===== config.mk =====
export PLATFORM = sky130hd
export DESIGN_NAME = miss_path_top
export DESIGN_NICKNAME = d
export VERILOG_FILES = /design/src/mem_bus_pkg.sv /design/src/miss_track_pkg.sv /design/src/tid_counter.sv /design/src/miss_fifo.sv /design/src/read_miss_handler.sv /design/src/reorder_buffer.sv /design/src/miss_path_top.sv
export SDC_FILE = /design/constraint.sdc
export NUM_CORES = 1
export LEC_CHECK = 0
export ABC_AREA = 1
export BUFFER_PORTS_ARGS = -buffer_cell sky130_fd_sc_hd__buf_2
export CAP_MARGIN = 20
export CELL_PAD_IN_SITES_DETAIL_PLACEMENT = 1
export CELL_PAD_IN_SITES_GLOBAL_PLACEMENT = 1
export CORE_UTILIZATION = 30
export DETAILED_ROUTE_END_ITERATION = 10
export PLACE_DENSITY = 0.61
export SLEW_MARGIN = 30
export SYNTH_ARGS = -nofsm -noshare
export SYNTH_HDL_FRONTEND = slang
export SYNTH_SLANG_ARGS = --single-unit

===== constraint.sdc =====
create_clock -name clk -period 7.15 [get_ports clk]
set_clock_uncertainty 0.1 [all_clocks]
set_input_delay 0.715 -clock clk [delete_from_list [all_inputs] [get_ports clk]]
set_output_delay 0.715 -clock clk [all_outputs]
set_load 0.005 [all_outputs]

===== src/mem_bus_pkg.sv =====
package mem_bus_pkg;

	// address and data widths on the memory side.
	localparam int ADDR_WIDTH   = 32;
	localparam int DATA_WIDTH   = 64;

	// request id width, one id per outstanding tid.
	localparam int MEM_ID_WIDTH = 4;

	// read request towards the memory expander.
	typedef struct packed {
		logic [ADDR_WIDTH-1:0]   addr;
		logic [MEM_ID_WIDTH-1:0] id;
	} mem_req_t;

	// read data coming back, in request order.
	typedef struct packed {
		logic [DATA_WIDTH-1:0]   data;
		logic [MEM_ID_WIDTH-1:0] id; // carried along, not matched.
	} mem_rsp_t;

	// line fill offered to the cache arrays.
	typedef struct packed {
		logic [ADDR_WIDTH-1:0] addr;
		logic [DATA_WIDTH-1:0] data;
	} fill_t;

endpackage


===== src/miss_track_pkg.sv =====
package miss_track_pkg;

	// transaction ids, handed out in arrival order.
	localparam int TID_WIDTH      = 4;
	localparam int NUM_TIDS       = 16;

	// outstanding misses waiting for memory.
	localparam int MISS_DEPTH     = 8;
	localparam int MISS_PTR_WIDTH = $clog2(MISS_DEPTH);

	// request from the core, hit data valid only when hit is set.
	typedef struct packed {
		logic                              hit;
		logic [mem_bus_pkg::ADDR_WIDTH-1:0] addr;
		logic [mem_bus_pkg::DATA_WIDTH-1:0] data;
	} core_req_t;

	// data returned to the core, tagged with its tid.
	typedef struct packed {
		logic [TID_WIDTH-1:0]               tid;
		logic [mem_bus_pkg::DATA_WIDTH-1:0] data;
	} core_rsp_t;

	// one outstanding miss.
	typedef struct packed {
		logic [mem_bus_pkg::ADDR_WIDTH-1:0] addr;
		logic [TID_WIDTH-1:0]               tid;
	} miss_entry_t;

	// write into the reorder buffer.
	typedef struct packed {
		logic [TID_WIDTH-1:0]               tid;
		logic [mem_bus_pkg::DATA_WIDTH-1:0] data;
	} rob_entry_t;

endpackage


===== src/tid_counter.sv =====
`timescale 1ns/10ps

module tid_counter (
	input  logic                                 clk,
	input  logic                                 rst_n,
	input  logic                                 alloc_i,
	input  logic                                 retire_i,
	output logic [miss_track_pkg::TID_WIDTH-1:0] alloc_tid_o,
	output logic [miss_track_pkg::TID_WIDTH-1:0] head_tid_o,
	output logic                                 full_o
);
	import miss_track_pkg::*;

	logic [TID_WIDTH-1:0] alloc_ptr;
	logic [TID_WIDTH-1:0] retire_ptr;
	logic [TID_WIDTH:0]   count;

	// both pointers wrap at NUM_TIDS.
	always_ff @(posedge clk) begin
		if (!rst_n) begin
			alloc_ptr  <= '0;
			retire_ptr <= '0;
			count      <= '0;
		end else begin
			if (alloc_i) begin
				alloc_ptr <= alloc_ptr + 1'b1;
			end
			if (retire_i) begin
				retire_ptr <= retire_ptr + 1'b1;
			end
			case ({alloc_i, retire_i})
				2'b10:   count <= count + 1'b1;
				2'b01:   count <= count - 1'b1;
				default: count <= count; // none or both.
			endcase
		end
	end

	assign alloc_tid_o = alloc_ptr;
	assign head_tid_o  = retire_ptr; // oldest tid still in flight.
	assign full_o      = (count == (TID_WIDTH+1)'(NUM_TIDS));

	// the reorder buffer only retires tids that were handed out.
	a_no_retire_when_idle: assert property (
		@(posedge clk) disable iff (!rst_n)
		retire_i |-> (count != '0)
	);

endmodule


===== src/miss_fifo.sv =====
`timescale 1ns/10ps

module miss_fifo (
	input  logic                        clk,
	input  logic                        rst_n,
	input  logic                        push_i,
	input  miss_track_pkg::miss_entry_t push_entry_i,
	input  logic                        pop_i,
	output miss_track_pkg::miss_entry_t head_o,
	output logic                        empty_o,
	output logic                        full_o
);
	import mem_bus_pkg::*;
	import miss_track_pkg::*;

	logic [ADDR_WIDTH-1:0]     addr_mem [MISS_DEPTH];
	logic [TID_WIDTH-1:0]      tid_mem  [MISS_DEPTH];
	logic [MISS_PTR_WIDTH-1:0] head_ptr;
	logic [MISS_PTR_WIDTH-1:0] tail_ptr;
	logic [MISS_PTR_WIDTH:0]   count;

	assign tail_ptr = head_ptr + count[MISS_PTR_WIDTH-1:0]; // wraps at MISS_DEPTH.

	always_ff @(posedge clk) begin
		if (push_i) begin
			addr_mem[tail_ptr] <= push_entry_i.addr;
			tid_mem[tail_ptr]  <= push_entry_i.tid;
		end
	end

	always_ff @(posedge clk) begin
		if (!rst_n) begin
			head_ptr <= '0;
			count    <= '0;
		end else begin
			if (pop_i) begin
				head_ptr <= head_ptr + 1'b1;
			end
			case ({push_i, pop_i})
				2'b10:   count <= count + 1'b1;
				2'b01:   count <= count - 1'b1;
				default: count <= count;
			endcase
		end
	end

	assign head_o.addr = addr_mem[head_ptr];
	assign head_o.tid  = tid_mem[head_ptr];
	assign empty_o     = (count == '0);
	assign full_o      = (count == (MISS_PTR_WIDTH+1)'(MISS_DEPTH));

	// top level holds off requests while full.
	a_no_push_full: assert property (
		@(posedge clk) disable iff (!rst_n)
		push_i |-> !full_o
	);

	// handler pops only against a live entry.
	a_no_pop_empty: assert property (
		@(posedge clk) disable iff (!rst_n)
		pop_i |-> !empty_o
	);

endmodule


===== src/read_miss_handler.sv =====
`timescale 1ns/10ps

module read_miss_handler (
	input  logic                        clk,
	input  logic                        rst_n,

	input  logic                        mem_rsp_valid_i,
	output logic                        mem_rsp_ready_o,
	input  mem_bus_pkg::mem_rsp_t       mem_rsp_i,

	output logic                        pop_o,
	input  logic                        empty_i,
	input  miss_track_pkg::miss_entry_t head_i,

	output logic                        rob_wr_o,
	input  logic                        busy_i,
	output miss_track_pkg::rob_entry_t  rob_entry_o,

	output logic                        fill_valid_o,
	input  logic                        fill_ready_i,
	output mem_bus_pkg::fill_t          fill_o
);
	import mem_bus_pkg::*;
	import miss_track_pkg::*;

	typedef enum logic {
		S_IDLE,
		S_RUN
	} state_t;

	state_t     state;
	state_t     state_n;
	logic       take;
	logic       done;
	fill_t      fill_q;
	rob_entry_t rob_q;

	// responses arrive in request order, so the fifo head is the match.
	assign take = (state == S_IDLE) && mem_rsp_valid_i && !empty_i;
	assign done = (state == S_RUN) && fill_ready_i && !busy_i; // hits win the rob port.

	always_comb begin
		state_n = state;
		case (state)
			S_IDLE:  if (take) state_n = S_RUN;
			S_RUN:   if (done) state_n = S_IDLE;
			default: state_n = S_IDLE;
		endcase
	end

	always_ff @(posedge clk) begin
		if (!rst_n) begin
			state <= S_IDLE;
		end else begin
			state <= state_n;
		end
	end

	// held steady for the whole of the run state.
	always_ff @(posedge clk) begin
		if (take) begin
			fill_q.addr <= head_i.addr;
			fill_q.data <= mem_rsp_i.data;
			rob_q.tid   <= head_i.tid;
			rob_q.data  <= mem_rsp_i.data;
		end
	end

	assign mem_rsp_ready_o = (state == S_IDLE);
	assign pop_o           = take;
	assign fill_valid_o    = (state == S_RUN);
	assign fill_o          = fill_q;
	assign rob_wr_o        = done; // rob write lands with the fill.
	assign rob_entry_o     = rob_q;

	// memory never answers a request that was not issued.
	a_rsp_needs_miss: assert property (
		@(posedge clk) disable iff (!rst_n)
		mem_rsp_valid_i |-> !empty_i
	);

endmodule


===== src/reorder_buffer.sv =====
`timescale 1ns/10ps

module reorder_buffer (
	input  logic                                 clk,
	input  logic                                 rst_n,

	input  logic                                 hit_wr_i,
	input  miss_track_pkg::rob_entry_t           hit_entry_i,

	input  logic                                 miss_wr_i,
	input  miss_track_pkg::rob_entry_t           miss_entry_i,
	output logic                                 busy_o,

	input  logic [miss_track_pkg::TID_WIDTH-1:0] head_tid_i,

	output logic                                 rsp_valid_o,
	input  logic                                 rsp_ready_i,
	output miss_track_pkg::core_rsp_t            rsp_o,

	output logic                                 retire_o
);
	import mem_bus_pkg::*;
	import miss_track_pkg::*;

	logic [DATA_WIDTH-1:0] data_mem [NUM_TIDS];
	logic [NUM_TIDS-1:0]   slot_valid;
	logic                  wr_en;
	rob_entry_t            wr_entry;

	// one write port, hit side first.
	always_comb begin
		wr_en    = 1'b0;
		wr_entry = miss_entry_i;
		if (hit_wr_i) begin
			wr_en    = 1'b1;
			wr_entry = hit_entry_i;
		end else if (miss_wr_i) begin
			wr_en = 1'b1;
		end
	end

	assign busy_o = hit_wr_i; // miss write has to wait this cycle.

	always_ff @(posedge clk) begin
		if (wr_en) begin
			data_mem[wr_entry.tid] <= wr_entry.data;
		end
	end

	// written slot and retired slot are never the same one.
	always_ff @(posedge clk) begin
		if (!rst_n) begin
			slot_valid <= '0;
		end else begin
			if (wr_en) begin
				slot_valid[wr_entry.tid] <= 1'b1;
			end
			if (retire_o) begin
				slot_valid[head_tid_i] <= 1'b0;
			end
		end
	end

	// only the oldest tid may leave.
	assign rsp_valid_o = slot_valid[head_tid_i];
	assign rsp_o.tid   = head_tid_i;
	assign rsp_o.data  = data_mem[head_tid_i];
	assign retire_o    = rsp_valid_o && rsp_ready_i;

	// tid allocation must not hand out a slot still waiting to retire.
	a_no_overwrite: assert property (
		@(posedge clk) disable iff (!rst_n)
		wr_en |-> !slot_valid[wr_entry.tid]
	);

endmodule


===== src/miss_path_top.sv =====
`timescale 1ns/10ps

module miss_path_top (
	input  logic                      clk,
	input  logic                      rst_n,

	input  logic                      req_valid_i,
	output logic                      req_ready_o,
	input  miss_track_pkg::core_req_t req_i,

	output logic                      mem_req_valid_o,
	output mem_bus_pkg::mem_req_t     mem_req_o,

	input  logic                      mem_rsp_valid_i,
	output logic                      mem_rsp_ready_o,
	input  mem_bus_pkg::mem_rsp_t     mem_rsp_i,

	output logic                      fill_valid_o,
	input  logic                      fill_ready_i,
	output mem_bus_pkg::fill_t        fill_o,

	output logic                      rsp_valid_o,
	input  logic                      rsp_ready_i,
	output miss_track_pkg::core_rsp_t rsp_o
);
	import mem_bus_pkg::*;
	import miss_track_pkg::*;

	logic                 accept;
	logic                 hit_wr;
	logic                 miss_push;
	logic                 tid_full;
	logic                 fifo_full;
	logic                 fifo_empty;
	logic                 fifo_pop;
	logic                 retire;
	logic                 rob_wr;
	logic                 rob_busy;
	logic [TID_WIDTH-1:0] alloc_tid;
	logic [TID_WIDTH-1:0] head_tid;
	miss_entry_t          push_entry;
	miss_entry_t          fifo_head;
	rob_entry_t           hit_entry;
	rob_entry_t           miss_rob_entry;

	// hits and misses both stall on a full tid counter or a full fifo.
	assign req_ready_o = !tid_full && !fifo_full;
	assign accept      = req_valid_i && req_ready_o;
	assign hit_wr      = accept && req_i.hit;
	assign miss_push   = accept && !req_i.hit;

	assign hit_entry.tid    = alloc_tid;
	assign hit_entry.data   = req_i.data;
	assign push_entry.addr  = req_i.addr;
	assign push_entry.tid   = alloc_tid;

	assign mem_req_valid_o  = miss_push; // single-cycle strobe with no back-pressure.
	assign mem_req_o.addr   = req_i.addr;
	assign mem_req_o.id     = alloc_tid;

	tid_counter i_tid_counter (
		.clk         (clk),
		.rst_n       (rst_n),
		.alloc_i     (accept),
		.retire_i    (retire),
		.alloc_tid_o (alloc_tid),
		.head_tid_o  (head_tid),
		.full_o      (tid_full)
	);

	miss_fifo i_miss_fifo (
		.clk          (clk),
		.rst_n        (rst_n),
		.push_i       (miss_push),
		.push_entry_i (push_entry),
		.pop_i        (fifo_pop),
		.head_o       (fifo_head),
		.empty_o      (fifo_empty),
		.full_o       (fifo_full)
	);

	read_miss_handler i_read_miss_handler (
		.clk             (clk),
		.rst_n           (rst_n),
		.mem_rsp_valid_i (mem_rsp_valid_i),
		.mem_rsp_ready_o (mem_rsp_ready_o),
		.mem_rsp_i       (mem_rsp_i),
		.pop_o           (fifo_pop),
		.empty_i         (fifo_empty),
		.head_i          (fifo_head),
		.rob_wr_o        (rob_wr),
		.busy_i          (rob_busy),
		.rob_entry_o     (miss_rob_entry),
		.fill_valid_o    (fill_valid_o),
		.fill_ready_i    (fill_ready_i),
		.fill_o          (fill_o)
	);

	reorder_buffer i_reorder_buffer (
		.clk          (clk),
		.rst_n        (rst_n),
		.hit_wr_i     (hit_wr),
		.hit_entry_i  (hit_entry),
		.miss_wr_i    (rob_wr),
		.miss_entry_i (miss_rob_entry),
		.busy_o       (rob_busy),
		.head_tid_i   (head_tid),
		.rsp_valid_o  (rsp_valid_o),
		.rsp_ready_i  (rsp_ready_i),
		.rsp_o        (rsp_o),
		.retire_o     (retire)
	);

endmodule


# Word level (Yosys, flattened, before mapping)
# Memories as Yosys holds them, arrays and structs flattened. A register that Yosys moved wholly into a read port is not among the register bits.
# Cells that the tools add are included.
# classes
order_cmp	4
muxes	23
bitwise_logic	4
addsub	8
eq_ne	6
n_reduce_logical	19
# ops
operator	count
68-bit 2-to-1 mux	1
16-bit 2-to-1 mux	3
16-bit AND	1
16-bit NOT	1
16-bit bitwise OR	1
4-bit by 1-bit adder with 4-bit output, second input constant	3
1-bit logical AND	11
1-bit 2-to-1 mux	11
4-bit by 5-bit less-than comparator with 1-bit output, second input constant	2
5-bit one-hot mux with 2 select lines	1
1-bit demux with 4-bit select	2
4-bit by 1-bit >= comparator with 1-bit output, second input constant	2
4-bit 2-to-1 mux	2
4-bit one-hot mux with 2 select lines	1
5-bit by 1-bit adder with 5-bit output, second input constant	1
5-bit equality test, second input constant	1
1-bit logical NOT	5
5-bit by 1-bit subtractor with 5-bit output, second input constant	1
1-bit binary-select mux with 4-bit select	1
2-bit by 1-bit equality test with 1-bit output, second input constant	2
2-bit equality test, second input constant	2
4-bit equality test, second input constant	1
4-bit logical NOT	1
2-bit nonzero test	2
other kinds (5)	5
# word_totals
inputBits	171
register_bits	101
ramBits	1312
wordCells	75
memories	3
# memory_table
memory	depth	word_bits	rd	rd_clocked_by_memory_dff	wr	line	text
i_reorder_buffer.data_mem	16	64	1	1	1	reorder_buffer.sv:25	logic [DATA_WIDTH-1:0] data_mem [NUM_TIDS];
i_miss_fifo.addr_mem	8	32	1	1	1	miss_fifo.sv:16	logic [ADDR_WIDTH-1:0] addr_mem [MISS_DEPTH];
i_miss_fifo.tid_mem	8	4	1	1	1	miss_fifo.sv:17	logic [TID_WIDTH-1:0] tid_mem [MISS_DEPTH];

# Longest topological paths before layout
# depth
ltp_word	15
mapped_depth	18

# By module
# From an unflattened synthesis, not the netlist that was laid out.
# hier_totals
cells_unflattened	3902
hier_area_um2	55938.6
# modules_own_cells
module	area_each_um2	seq_area_each_um2	n_inst	cells_per_inst
reorder_buffer	39605.5	31069.8	1	2700
miss_fifo	11817.6	8848.5	1	891
read_miss_handler	3548.4	3022.9	1	175
tid_counter	699.4	260.2	1	98
miss_path_top	267.8	0.0	1	38

# Worst setup path after synthesis
# No wires, ideal clock.
# synth_timing
kind	input to register
startpoint	input mem_rsp_valid_i
endpoint	register i_miss_fifo.count[2]
arrival_ns	5.065
setup_slack_ns	1.869
cell_stages	11
n_path_buf	1
cell_sequence	and3_1 -> clkbuf_1 -> ha_1 -> nand2_1 -> inv_1 -> nor2_1 -> ha_1 -> a21oi_1 -> xor2_1 -> o21ai_0 -> inv_1
# synth_between
elab_chain_len	4
# synth_rtl
element	line	text
start, declared	miss_path_top.sv:14	input logic mem_rsp_valid_i,
1-bit logical AND (*) (2 in a row)	read_miss_handler.sv:39	assign take = (state == S_IDLE) && mem_rsp_valid_i && !empty_i;
net fifo_pop	miss_path_top.sv:35	logic fifo_pop;
2-bit by 1-bit equality test with 1-bit output or 2-bit equality test (tied branches)	miss_fifo.sv:39	case ({push_i, pop_i})
4-bit one-hot mux with 2 select lines or 2-bit nonzero test (tied branches)	--	
end signal, assigned	miss_fifo.sv:40	2'b10: count <= count + 1'b1;
end signal, assigned	miss_fifo.sv:41	2'b01: count <= count - 1'b1;
end signal, assigned	miss_fifo.sv:42	default: count <= count;
end, declared	miss_fifo.sv:20	logic [MISS_PTR_WIDTH:0] count;
# Mark *: on every way through the listed nets, which the timed path passes. The rest lies on a longest branch.
# A chain may end at the register's enable or synchronous reset.

==> results by group <==
Worst setup path
  – Crit end category: primary output
  – Reg2reg end: i_reorder_buffer.data_mem[15][47]$_DFFE_PP_
  – Critical path buffer and inverter count: 3
  – Reg-to-reg critical path startpoint: i_miss_fifo.count[1]$_SDFFE_PN0P_
  – CP Cell Sequence: inv_8 -> buf_4 -> o21ai_0 -> o211ai_1 -> nand2_1 -> buf_2
  – CP Launch Type: flip-flop
  – Required time worst endpoint: 6.34 ns
  – Cells on worst reg2reg path: 9
  – Max incr delay on CP: around 0.72 ns
  – WS Path Type: reg -> out
  – R2R Setup Slk: 2.87 ns
  – Critical path arrival: 3.76 ns
  – Crit-path slowest cell: buf_4
  – Delay-heaviest family, CP: buffers and inverters
  – Crit Path Max Fanout: 117

Timing
  – RSZ-0062 raised after global routing: no
  – Worst hold margin: 0.0772 ns
  – Endpoints failing hold: 0
  – Max-slew violation count: 0
  – Slew Limit Headroom: 34.3%
  – Highest clock rate: 219 MHz
  – Setup TNS: 0 ns
  – Final Cycle Share: 64.0%
  – Least-Margin Pin Slew: 0.986 ns
  – Post-layout min period: 4.57 ns
  – Final setup vio count: 0

Synth
  – Register area share after synthesis: 73.8%
  – XOR/XNOR Fraction of Synth Area: 0.105%
  – Top cells by area, synth: edfxtp_1 72%, mux2i_1 4.4%, o21ai_0 4.0%
  – Mux cell area share after synthesis: 4.38%
  – Area leader, netlist: edfxtp_1
  – Main combinational cell family by area after synthesis: compound AO/OA/AOI/OAI gates
  – Post-Synth Simple-Gate Area: 5.17%
  – Synth Area in Adders: 0.368%
  – Net count after synthesis: roughly 4500
  – Compound-Gate Fraction of Synth Area: a little over a tenth
  – Distinct cells, synth: 38
  – Yosys top cell area share: 72.4%
  – Syn Inst Count: between 4000 and 5000
  – Mean Syn Cell Area: 13.7 um2
  – Flops & latches, synth: ~1500
  – Synth warnings: 0
  – Netlist Area Pre-Place: slightly below 60000 um2

Worst hold path
  – Hold Crit Depth: 1
  – Hold Path Class: in -> reg
  – HP Start: req_i[67]
  – Hold EP: i_miss_fifo.addr_mem[0][3]$_DFFE_PP_

Route
  – Final antenna-violating net count: 0
  – 1st-pass router iterations: 5
  – Via density: 4.85
  – Final wirelength: 161000 um
  – DRC violations left: 0
  – WL per Instance: 22.3 um
  – Drt initial violations: 2250
  – DR vias: 35089

Clock tree
  – Resized Gates After CTS: 0
  – Post-CTS Setup Repair Bufs: 0
  – CTS tree: built
  – Num CTS Buffers: 163
  – Htree depth: 4
  – CTS Sinks: between 1000 and 1500
  – Clock latency on the worst-skew pair: between 0.8 and 0.9 ns
  – Clock-pin slew of the registers on the worst-case setup and hold paths: 0.06 ns
  – Clock root buffer: clkbuf_16
  – Clock buffer depth: 3

Finish
  – Area delta synth->final: 16.3%
  – Fin cells: 7240
  – Layout cells sized above 1: around 15%
  – Finished Cell Area: 68100 um2
  – Commonest non-fill, non-tap cell in the layout: edfxtp_1
  – Layout Utilization: a little over a third
  – Fin nets: 4765
  – Most frequent cells in the layout: 1412 x edfxtp_1, 464 x o21ai_0, 371 x buf_2

Global routing
  – Vias in the first global route: 36529
  – First-pass GRT wire length: 235000 um
  – GRT overflow: 0
  – Initial antenna violation count: 3
  – Global Route Usage Sum: 16.1%
  – Largest net degree at the start of global routing: about 210

Die
  – Area of the die: 197000 um2
  – Core ar.: 193000 um2
  – Die width: 444 um
  – Num rows: 161
  – DIE HEIGHT: about 440 um
  – Initial Util: between 30% and 40%
  – IO Pins: 376

Power
  – LEAKAGE: between 20 and 25 nW
  – Power per standard cell area: 331 nW/um2
  – VDD IR max: 244 uV

Run status
  – Outcome: finished clean

Placed design
  – Post-Place Cells: 6873
  – Cell Area, Placed: 62300 um2
  – Post-DP HPWL: 86300 um
  – Port-buffer cells: 371
  – Placer congestion estimate: roughly 0.72

Flow run
  – Maxcap violations: 0
## per-layer routing
layer	global-route usage, %	routed length (um)	vias to the layer above
li1	-	-	16204
met1	19.8	68900	18017
met2	28.1	81300	643
met3	2.77	6230	225
met4	5.73	4720	0
met5	0	0	-
## cell type report
cell class | instances | area, um2
Clock inverter | 97 | 881
Tap cell | 2526 | 3160
Inverter | 334 | 1300
Clock buffer | 201 | 4220
Antenna cell | 3 | 7.51
Sequential cell | 1453 | 43200
Timing Repair Buffer | 491 | 3020
Fill cell | 20233 | 125000
Multi-Input combinational cell | 2135 | 12300
## what timing repair did
action | CTS | global route
endpoints found under the setup margin | 0 | 0
hold buffers | 64 | 0
hold endpoints to repair | 64 | 0
## worst max-delay path by stage
| stage | to | slack [ns] | cells past startpoint |
|---|---|---|---|
| 4_1_cts | rsp_o[19] | 2.37 | 6 |
| 6_report | rsp_o[20] | 2.58 | 6 |
| 5_1_grt | rsp_o[19] | 2.33 | 6 |
| 3_3_place_gp | i_reorder_buffer.data_mem[15][50]$_DFFE_PP_ | 2.71 | 8 |
| 3_5_place_dp | i_reorder_buffer.data_mem[15][56]$_DFFE_PP_ | 2.63 | 8 |
| 2_1_floorplan | i_miss_fifo.count[2]$_SDFFE_PN0P_ | 1.87 | 11 |
## cell usage after synthesis (all sizes together)
cell type,number
inv,332
clkinv,2
fa,2
nor2,302
mux2i,256
a211oi,1
or2,1
xnor2,4
edfxtp,1412
nand3,96
nand4,3
a31oi,36
nand2,342
o21ai,486
xor2,3
dfxtp,41
o22ai,36
ha,14
a21oi,291
and3,1
nor3,3
o211ai,257
nor3b,1
clkbuf,132
buf,222
## stage by stage
step / total power [W] / worst slack, ns
2_1_floorplan: 0.0133 / 1.87
3_3_place_gp: 0.0147 / 2.71
3_5_place_dp: 0.0148 / 2.63
4_1_cts: 0.0229 / 2.37
5_1_grt: 0.0236 / 2.33
6_report: 0.0226 / 2.58
## flip-flops by register name, indices dropped and copies added, names as in the netlist, named ones only
name / cells
i_miss_fifo.count: 4
i_tid_counter.count: 5
i_miss_fifo.addr_mem: 256
i_read_miss_handler.fill_o: 96
i_tid_counter.head_tid_o: 4
i_reorder_buffer.data_mem: 1024
i_reorder_buffer.slot_valid: 16
i_miss_fifo.head_ptr: 3
i_read_miss_handler.rob_entry_o: 4
i_read_miss_handler.fill_valid_o: 1
i_miss_fifo.tid_mem: 32
i_tid_counter.alloc_tid_o: 4
## logic make-up (layout without fill, tap and decap cells)
logic type | count (synthesis) | count (layout)
flip-flops | 1453 | 1453
buffers and inverters | 688 | 1123
XOR/XNOR | 7 | 7
AND/OR/NAND/NOR | 749 | 749
AO/OA/AOI/OAI | 1107 | 1107
other | 0 | 3
multiplexers | 256 | 256
adder cells (fa/ha/maj) | 16 | 16
## power breakdown
group	internal (W)	switching, W	leakage (nW)	total (W)
registers	0.0106	0.000271	13.1	0.0108
logic	0.00103	0.00269	7.25	0.00372
clock network	0.00441	0.00358	2.45	0.00799
total	0.0160	0.00655	22.8	0.0226
(Power assumes the default switching activity.)
